===== src/verilog/memBusSettings.svh =====
`ifndef MEM_BUS_SETTINGS_SVH
`define MEM_BUS_SETTINGS_SVH

//////////////////////////////////////////////////
// Bus timing and decode
//////////////////////////////////////////////////

// Width of the step timer
// A step lasts 2**MEM_STEP_BITS clocks
`define MEM_STEP_BITS 2

// Serial port sits at one fixed word address
`define UART_ADDR 16'hBF00

// Result source codes on resultSel
`define RESULT_RAM1 2'd0
`define RESULT_RAM2 2'd1
`define RESULT_UART 2'd2

//////////////////////////////////////////////////
// Model sizes
//////////////////////////////////////////////////

`define SRAM_MODEL_WORDS 65536
`define UART_QUEUE_DEPTH 16

`endif


===== src/verilog/memBusPkg.sv =====
package memBusPkg;

	// Word types
	typedef logic [15:0] memAddrT;
	typedef logic [15:0] memValueT;
	typedef logic [7:0] uartByteT;

	// One CPU access
	typedef struct packed {
		logic write;
		memAddrT addr;
		memValueT value;
	} busReqT;

	// SRAM pin phases
	typedef enum logic [1:0] {
		sramOff,
		sramSetup,
		sramStrobe,
		sramFinish
	} sramStepT;

	// Serial chip pin phases
	typedef enum logic [2:0] {
		uartOff,
		uartLoadHigh,
		uartLoadLow,
		uartWriteStrobe,
		uartReadStrobe,
		uartCaptureHigh,
		uartCaptureLow
	} uartStepT;

	// Sequencer states, one per step
	typedef enum logic [4:0] {
		busIdle,
		ramSetup,
		ramStrobe,
		ramFinish,
		uartWrLoadHigh,
		uartWrStrobeHigh,
		uartWrTbreHigh,
		uartWrTsreHigh,
		uartWrLoadLow,
		uartWrStrobeLow,
		uartWrTbreLow,
		uartWrTsreLow,
		uartRdWaitHigh,
		uartRdStrobeHigh,
		uartRdCaptureHigh,
		uartRdWaitLow,
		uartRdStrobeLow,
		uartRdCaptureLow,
		uartFinish
	} busStateT;

endpackage


===== src/verilog/memBusSequencer.sv =====
`timescale 1ns/10ps
`include "memBusSettings.svh"

module memBusSequencer import memBusPkg::*; (
	input logic clk,
	input logic rst,
	input logic work,
	input busReqT req,
	input logic dataReady,
	input logic tbre,
	input logic tsre,
	output sramStepT ram1Step,
	output sramStepT ram2Step,
	output uartStepT uartStep,
	output busReqT latchedReq,
	output logic workDone,
	output logic [1:0] resultSel
);

	logic [`MEM_STEP_BITS-1:0] stepCnt;
	logic stepEnd;
	logic stepNearEnd;
	logic accept;
	logic isUart;
	logic ram1Target;
	logic finishing;
	busStateT state;
	busStateT nextState;
	sramStepT ramPhase;

	//////////////////////////////////////////////////
	// Step timer
	//////////////////////////////////////////////////

	always_ff @(posedge clk or negedge rst) begin
		if (!rst) begin
			stepCnt <= '0;
		end else begin
			stepCnt <= stepCnt + 1'b1;
		end
	end

	// Last clock of a step, and the one before it
	assign stepEnd = &stepCnt;
	assign stepNearEnd = (stepCnt == {{(`MEM_STEP_BITS-1){1'b1}}, 1'b0});

	//////////////////////////////////////////////////
	// Decode and accept
	//////////////////////////////////////////////////

	assign isUart = (req.addr == `UART_ADDR);
	assign accept = stepEnd && (state == busIdle) && work;

	always_ff @(posedge clk) begin
		if (accept) begin
			latchedReq <= req;
		end
	end

	always_ff @(posedge clk or negedge rst) begin
		if (!rst) begin
			state <= busIdle;
			ram1Target <= 1'b0;
		end else if (stepEnd) begin
			state <= nextState;
			if (accept) begin
				ram1Target <= req.addr[15];
			end
		end
	end

	//////////////////////////////////////////////////
	// Next state
	//////////////////////////////////////////////////

	always_comb begin
		nextState = state;
		case (state)
			busIdle: begin
				if (work) begin
					if (isUart) begin
						nextState = req.write ? uartWrLoadHigh : uartRdWaitHigh;
					end else begin
						nextState = ramSetup;
					end
				end
			end
			ramSetup: nextState = ramStrobe;
			ramStrobe: nextState = ramFinish;
			ramFinish: nextState = busIdle;

			// Serial write, then wait for both buffers to drain
			uartWrLoadHigh: nextState = uartWrStrobeHigh;
			uartWrStrobeHigh: nextState = uartWrTbreHigh;
			uartWrTbreHigh: nextState = tbre ? uartWrTsreHigh : uartWrTbreHigh;
			uartWrTsreHigh: nextState = tsre ? uartWrLoadLow : uartWrTsreHigh;
			uartWrLoadLow: nextState = uartWrStrobeLow;
			uartWrStrobeLow: nextState = uartWrTbreLow;
			uartWrTbreLow: nextState = tbre ? uartWrTsreLow : uartWrTbreLow;
			uartWrTsreLow: nextState = tsre ? uartFinish : uartWrTsreLow;

			// Serial read, one byte per dataReady
			uartRdWaitHigh: nextState = dataReady ? uartRdStrobeHigh : uartRdWaitHigh;
			uartRdStrobeHigh: nextState = uartRdCaptureHigh;
			uartRdCaptureHigh: nextState = uartRdWaitLow;
			uartRdWaitLow: nextState = dataReady ? uartRdStrobeLow : uartRdWaitLow;
			uartRdStrobeLow: nextState = uartRdCaptureLow;
			uartRdCaptureLow: nextState = uartFinish;
			uartFinish: nextState = busIdle;
			default: nextState = busIdle;
		endcase
	end

	//////////////////////////////////////////////////
	// Port steps
	//////////////////////////////////////////////////

	always_comb begin
		ramPhase = sramOff;
		uartStep = uartOff;
		case (state)
			ramSetup: ramPhase = sramSetup;
			ramStrobe: ramPhase = sramStrobe;
			ramFinish: ramPhase = sramFinish;
			uartWrLoadHigh: uartStep = uartLoadHigh;
			uartWrLoadLow: uartStep = uartLoadLow;
			uartWrStrobeHigh, uartWrStrobeLow: uartStep = uartWriteStrobe;
			uartRdStrobeHigh, uartRdStrobeLow: uartStep = uartReadStrobe;
			uartRdCaptureHigh: uartStep = uartCaptureHigh;
			uartRdCaptureLow: uartStep = uartCaptureLow;
			default: ;
		endcase
	end

	// Only the addressed chip sees a live phase
	assign ram1Step = ram1Target ? ramPhase : sramOff;
	assign ram2Step = ram1Target ? sramOff : ramPhase;

	//////////////////////////////////////////////////
	// Completion
	//////////////////////////////////////////////////

	assign finishing = (state == ramFinish) || (state == uartFinish);

	// Pulse sits in the last clock of the finish step
	always_ff @(posedge clk or negedge rst) begin
		if (!rst) begin
			workDone <= 1'b0;
			resultSel <= `RESULT_RAM1;
		end else begin
			workDone <= finishing && stepNearEnd;
			if (finishing && stepNearEnd && !latchedReq.write) begin
				if (state == uartFinish) begin
					resultSel <= `RESULT_UART;
				end else if (ram1Target) begin
					resultSel <= `RESULT_RAM1;
				end else begin
					resultSel <= `RESULT_RAM2;
				end
			end
		end
	end

endmodule


===== config.mk =====
export PLATFORM = sky130hd
export DESIGN_NAME = memBusSequencer
export DESIGN_NICKNAME = d
export VERILOG_FILES = /design/src/verilog/memBusPkg.sv /design/src/verilog/memBusSequencer.sv
export VERILOG_INCLUDE_DIRS = /design/src /design/src/verilog
export SDC_FILE = /design/constraint.sdc
export NUM_CORES = 1
export LEC_CHECK = 0
export ABC_CLOCK_PERIOD_IN_PS = 3200
export BUFFER_PORTS_ARGS = -buffer_cell sky130_fd_sc_hd__buf_2
export CAP_MARGIN = 20
export CORE_MARGIN = 2
export CORE_UTILIZATION = 47
export CTS_CLUSTER_SIZE = 14
export DETAILED_ROUTE_END_ITERATION = 7
export MAX_ROUTING_LAYER = met4
export PLACE_DENSITY = 0.79
export SYNTH_ARGS = -nofsm -noshare
export SYNTH_HDL_FRONTEND = slang
export SYNTH_SLANG_ARGS = --single-unit
export TNS_END_PERCENT = 100

===== constraint.sdc =====
create_clock -name clk -period 3.2 [get_ports clk]
set_clock_uncertainty 0.15 [all_clocks]
set_input_delay 0.32 -clock clk [delete_from_list [all_inputs] [get_ports clk]]
set_output_delay 0.32 -clock clk [all_outputs]
set_load 0.02 [all_outputs]

======== Word level (Yosys, flattened, before mapping) ========
Index checks and enable logic that the tools add are counted.
word-level totals
  word-level logic and storage cells ...... 58
  input port bits ......................... 39
  output and inout bits ................... 43
  register bits ........................... 44
cells by class
  multiplexer cells ....................... 16
  add/sub/neg operators ................... 1
  reductions and logical operators ........ 12
  eq/ne operators ......................... 21
operator list
  cell                    number
  $pmux W5 S17            1
  $eq A5 B4 Y1 const B    8
  $eq A5 B3 Y1 const B    4
  $pmux W3 S6             1
  $eq A16 B16 Y1 const B  1
  $eq A5 B5 Y1 const B    3
  $mux W5                 3
  $mux W4                 3
  $eq A5 B2 Y1 const B    2
  $mux W2                 3
  $pmux W2 S3             1
  $reduce_and A3 Y1       2
  $eq A5 B1 Y1 const B    1
  $logic_not A5 Y1        1
  $logic_and A1 B1 Y1     4
  $mux W1                 4
  $reduce_or A2 Y1        2
  $add A2 B1 Y2 const B   1
  $eq A2 B2 Y1 const B    1
  $ne A2 B2 Y1 const B    1
  $reduce_and A2 Y1       1
  $logic_not A1 Y1        1
  $logic_or A1 B1 Y1      1

======== Logic depth before layout (Yosys ltp) ========
Gate-level depths: netlist of run 1.
  depth after elaboration ................. 4
  gate-level depth with buffers ........... 6
  mapped depth without buffers ............ 5

======== Worst setup path after synthesis of run 1 ========
Ideal clock, no wire load.
  kind .................................... register -> register
  start ................................... register state[2]
  end ..................................... register ram1Target
  stages on the path, launching flop included .. 5
  path slack .............................. 584 ps
  path buffers ............................ 0
  library setup time ...................... 128 ps
  data required time ...................... 2922 ps
  data arrival time ....................... 2338 ps
  cell sequence ........................... dfrtp_1 or3_4 nor3_1 and3_1 mux2_1
on the way
  cells in the longest elaborated chain, start to end .. 4
RTL lines
  element                             line                   RTL
  start, declared                     memBusSequencer.sv:27  busStateT state;
  start signal, assigned              memBusSequencer.sv:62  state <= busIdle;
  start signal, assigned              memBusSequencer.sv:65  state <= nextState;
  $logic_not A5 Y1                    memBusSequencer.sv:52  assign accept = stepEnd && (state == busIdle) && work;
  $logic_and A1 B1 Y1 (2 in a row)    memBusSequencer.sv:52
  $reduce_and A3 Y1 (no source line)  n/a
  end signal, assigned                memBusSequencer.sv:67  ram1Target <= req.addr[15];
  end, declared                       memBusSequencer.sv:25  logic ram1Target;
Every way passes these cells.
A chain may end at the register's enable or synchronous reset.

======== Worst setup path after layout of run 1 ========
  start ................................... register state[3]
  end ..................................... register latchedReq[10] (netlist name) (enable)
on the way
  cells in the longest elaborated chain, start to end .. 3
RTL lines
  element                           line                   RTL
  $logic_not A5 Y1                  memBusSequencer.sv:52
  $logic_and A1 B1 Y1 (2 in a row)  memBusSequencer.sv:52
  end signal, assigned              memBusSequencer.sv:56  latchedReq <= req;
  end, declared                     memBusSequencer.sv:15  output busReqT latchedReq,
Every way passes these cells.

==> results of run 1 <==
==> logic make-up after synthesis <==
group                      synth area share
adders and majority gates            0.0131
AOI/OAI and AO/OA                     0.110
DFF                                   0.663
xor gates and xnor gates            0.00917
muxes                                0.0177
and+or+nand+nor                       0.156
buffers and inverters                0.0314
==> routing by layer <==
metal / global-route usage / vias up / part of all wire
li1: - / 717 / -
met1: 0.227 / 701 / 0.40
met2: 0.300 / 74 / 0.50
met3: 0.0433 / 6 / 0.084
met4: 0.105 / 0 / 0.016
met5: - / - / 0
==> through the flow <==
| step | utilization | std cells | hold slack [ps] | cell area, µm² |
|---|---|---|---|---|
| final | 0.629 | 279 | 51.5 | 2480 |
| after CTS | 0.629 | 279 | 50.0 | 2480 |
| after detailed placement | 0.603 | 270 | 57.4 | 2380 |
| after global routing | 0.629 | 279 | 43.7 | 2480 |
| after floorplan | - | 145 | -126 | 1910 |
| after global placement | 0.603 | 270 | 55.6 | 2380 |
==> repair_timing <==
action                                 in CTS  in global routing
endpoints found under the hold margin      11                  0
setup buffers                               0                  0
hold buffers                                1                  0
gates resized for setup                     0                  0
==> where the power goes <==
part	switching (mW)	internal (mW)	leakage, nW
combinational	0.252	0.192	0.577
sequential	0.0848	0.644	0.439
clock	0.176	0.175	0.0445
==> worst max-delay path, stage by stage, from the launching register on <==
cell and delay, ps:
dfrtp_1 580, or3_4 470, nor3_1 240, and3_1 540, buf_12 240
==> cells in the final DEF, fill, tap and decap left out, types with 2 or more instances in the layout <==
cell      instances
a21oi_1           5
inv_1             6
edfxtp_1         33
mux2_2            2
nor4_1            2
nand4_1           3
o21ai_0           7
buf_4             2
or4_1             2
clkbuf_8          6
ha_1              2
nor3_1            3
nand3b_1          3
nor2b_1           2
nand2_1           8
dfrtp_1          11
nor2_1           10
or4b_2            2
nand2b_1          3
buf_2            81
a32oi_1           2
and3_1            2
==> path summary, 6_finish.rpt <==
path,from,end,depth (start not counted)
setup reg to reg,state[3],latchedReq[10],4
min in group asynchronous,rst,state[2],2
hold / removal,req[9],latchedReq[9],1
setup / recovery,state[3],latchedReq[10],4
hold reg to reg,stepCnt[0],stepCnt[0],1
max in group asynchronous,rst,resultSel[0],2
==> cell type report <==
cell class / instances / area [µm²] / share of cell area
clock buffers: 7 / 86.3 / 0.0348
clock inverters: 1 / 7.51 / 0.00303
inverters: 6 / 22.5 / 0.00908
multi-input cells: 86 / 584 / 0.236
flip-flops and latches: 44 / 1270 / 0.511
well taps: 50 / 62.6 / 0.0252
repair buffers: 85 / 450 / 0.182
==> state kept, by name, summed over array words and instances, names as in the netlist <==
name,count
stepCnt,2
workDone,1
resultSel,2
latchedReq,33
state,5
ram1Target,1
==> metrics, run 1 <==
routed vias 1498; Initial Utilization 0.485; synth cell count leaders edfxtp_1, dfrtp_1, nor2_1; RSZ-0062 raised after global routing false; Die X 67.8 µm; post-place setup slack 695 ps; outcome finished clean; async set-reset flop share out of synthesis 0.250; proportion of layout cells with a drive suffix above 1 0.445; fin crit period 2530 ps; Yosys top cell area share 0.519; total chip power 1.52 mW; Remaining DRCs 0; Vias/cell 5.37; core footprint 3940 µm²; crit-path max FO 24; first-pass GRT wire length 6.08 mm; sequential area share after synthesis 0.663; Synth area leader edfxtp_1; final RePlAce weighted congestion 0.917; vias in the first global route 1277; area delta synth->final 29.8%; main flop type after synthesis edfxtp_1; Worst Setup Path Type flip-flop to flip-flop; setup TNS 0 ps; maxcap violations 0; Synth warnings 0; Required @ worst endpoint 3050 ps; f_max 0.396 GHz; Avg Synthesized Cell Area 13.2 µm²; io pins 82; R2R Setup Slk 670 ps; total CTS buffers 5; relative slew slack 0.622; most numerous cell in the Yosys netlist edfxtp_1; Core Rows 23; pin count of the biggest net entering global routing 25; pwr dens 615 nW/µm²; CTS Buffer Depth 2; GRT Resource Usage Total 0.191; number of synthesized flops with an enable pin 33; final period utilization 0.789; Syn Nets 186; Crit. End Element flip-flop; initial antenna violation count 0; n_diodes 0; Die Span Y 67.8 µm; Final HPWL DP 3.28 mm; Seq cells post-synth 44; Post-Syn Instances 145; Peak VDD IR 0.000311 V; Setup violations, final 0; H-tree levels 2; Reg clk slew, reported paths 80 ps; final slew viol count 0; Root Driver clkbuf_8; grt ovf 0; Fillers 323; drt wl/cell 15.3 µm; final net count 269; P_leak 1.06 nW; TritonCTS sink count 44; TritonCTS clock tree done; synthesized area 1910 µm²; Slew @ Worst Pin 567 ps; DR iter-0 viols 123; crit start category flip-flop; Synth area leaders edfxtp_1, dfrtp_1, nor2_1; DRT Wirelength 4.28 mm; WP data arrival 2370 ps; setup slack after layout 675 ps; Yosys cell types 50; PortBufs 81; min-delay worst type primary input to flip-flop; full die area 4590 µm²; antenna-violating nets left 0; final hold violation count 0; First-pass DRT Iterations 4; clk_lat worst skew 290 ps
No activity file was read; power rests on OpenSTA's default activity.
==> run 2, diff against run 1 <==
ABC_CLOCK_PERIOD_IN_PS = 2200   (was 3200)
CORE_UTILIZATION = 42   (was 47)
PLACE_DENSITY = 0.75   (was 0.79)
clock period = 2.2 ns   (was 3.2 ns; I/O delays follow)
==> run 2 against run 1 <==
Clock power up 68%. Cell count up 14%. Setup slack worse by 560 ps. Count of clock-buffer cells in the layout down 1. Sequential power up 37%. Total power up 59%. Design area up 16%. Flip-flop and latch count unchanged. Non-clock buffer count up 37. Utilization up 3.3 points.
==> metrics, run 2 (same netlist as run 1, synthesis figures left out) <==
Multi-input gate area 602 µm² (+3.0%); FF-to-FF End latchedReq[23]; crit start category primary input; R2R Setup Slk 200 ps (-470 ps); Largest register FFs 33 (unchanged); Peak VDD IR 0.000538 V (+73%); total CTS buffers 5 (unchanged); biggest regs latchedReq (33), state (5); Top reg by flops latchedReq; fin area 2880 µm² (+16%); RSZ-0062 raised after global routing false; clk_lat worst skew 290 ps (about the same); GRT Resource Usage Total 0.210 (+0.0194); Initial Utilization 0.439 (-0.0458); CTS Buffer Depth 2 (unchanged); fin crit period 2090 ps; antenna-violating nets left 0 (unchanged); TritonCTS clock tree done; final period utilization 0.949; setup TNS 0 ps (unchanged); grt ovf 0 (unchanged); total chip power 2.42 mW (+59%); io pins 82 (unchanged); f_max 0.479 GHz; area delta synth->final 50.9%; DRT Wirelength 5.10 mm (+19%); Required @ worst endpoint 2210 ps (-840 ps); crit-path max FO 3 (-88%); full die area 5100 µm² (+11%); TritonCTS sink count 44 (unchanged); first-pass GRT wire length 7.96 mm (+31%); Root Driver clkbuf_8; Slew @ Worst Pin 374 ps (-194 ps); Vias/cell 5.27 (-1.9%); PortBufs 81 (unchanged); worst reg2reg path startpoint state[2]; post-place setup slack 221 ps (-474 ps); Die X 71.4 µm (+5.4%); pin count of the biggest net entering global routing 26 (+4.0%); Worst Setup Path Type primary input to flip-flop; final net count 306 (+14%); drt wl/cell 16.0 µm (+4.5%); Reg clk slew, reported paths 80 ps (about the same); Setup violations, final 0 (unchanged); Worst Setup EP state[0]; First-pass DRT Iterations 4 (unchanged); n_diodes 0 (unchanged); vias in the first global route 1588 (+24%); register area 1270 µm² (about the same); H-tree levels 2 (unchanged); outcome finished clean; final RePlAce weighted congestion 0.813 (-11%); core footprint 4350 µm² (+10%); initial antenna violation count 0 (unchanged); Final HPWL DP 3.18 mm (-3.2%); final design utilization 0.662 (+0.0331); commonest non-fill, non-tap cell in the layout buf_2; P_leak 1.24 nW (+17%); final slew viol count 0 (unchanged); Crit. End Element flip-flop; setup bufs post-CTS 0 (unchanged); Fillers 296 (-8.4%); Critical Path Source req[16]; routed vias 1675 (+12%); WP data arrival 2100 ps (-270 ps); final hold violation count 0 (unchanged); min-delay worst type primary input to asynchronous set/reset pin; placed instance area 2410 µm² (+1.6%); DR iter-0 viols 107 (-13%); proportion of layout cells with a drive suffix above 1 0.406 (-0.0394); most frequent cells in the layout buf_2, dlygate4sd3_1, edfxtp_1; setup slack after layout 112 ps (-563 ps); Remaining DRCs 0 (unchanged); pwr dens 839 nW/µm² (+36%); Die Span Y 71.4 µm (+5.4%); relative slew slack 0.748 (+0.126); Core Rows 24 (+4.3%); r2r worst-path depth 4 (unchanged); maxcap violations 0 (unchanged)
## run 2: final cells by class
type | instances | area share
flip-flops and latches | 44 | 0.440
repair buffers | 122 | 0.284
multi-input cells | 86 | 0.209
clock buffers | 6 | 0.0252
well taps | 52 | 0.0226
clock inverters | 2 | 0.0122
inverters | 6 | 0.00781
## run 2: worst min path at each step
stage          slack (ps)         end  cells past startpoint
2_1_floorplan        -230  ram1Target                      0
3_3_place_gp          -50  stepCnt[1]                      1
3_5_place_dp          -50  stepCnt[1]                      1
4_1_cts               180  ram1Target                      2
5_1_grt               210  stepCnt[1]                      2
6_report              170  ram1Target                      2
## run 2: power by group
| group | switching (mW) | internal (mW) | total [mW] |
|---|---|---|---|
| logic | 0.469 | 0.366 | 0.835 |
| clock network | 0.251 | 0.337 | 0.588 |
| registers | 0.0570 | 0.939 | 0.996 |
| total | 0.777 | 1.64 | 2.42 |
## run 2: layer usage
metal / wire length [µm] / global-route usage
met5: 0 / -
met4: 46 / 0.0755
met3: 521 / 0.0520
met2: 2560 / 0.351
met1: 1970 / 0.248
## run 2: per-stage QoR
step,hold slack (ps),cells
3_5_place_dp,-45.5,276
2_1_floorplan,-226,145
5_1_grt,209,318
6_report,174,318
4_1_cts,183,318
3_3_place_gp,-47.7,276
## run 2: worst max-delay path, cell delays in order
cell and delay (ps):
dlygate4sd3_1 550, buf_2 130, or4_1 560, nor4_4 340, o22a_1 200, o221ai_2 90
## run 2: timing repair
action                                  CTS  global route
hold endpoints to repair                 44             0
hold buffers                             34             0
endpoints found under the setup margin    1             2
resized for setup                         2             3
pin swaps                                 0             0
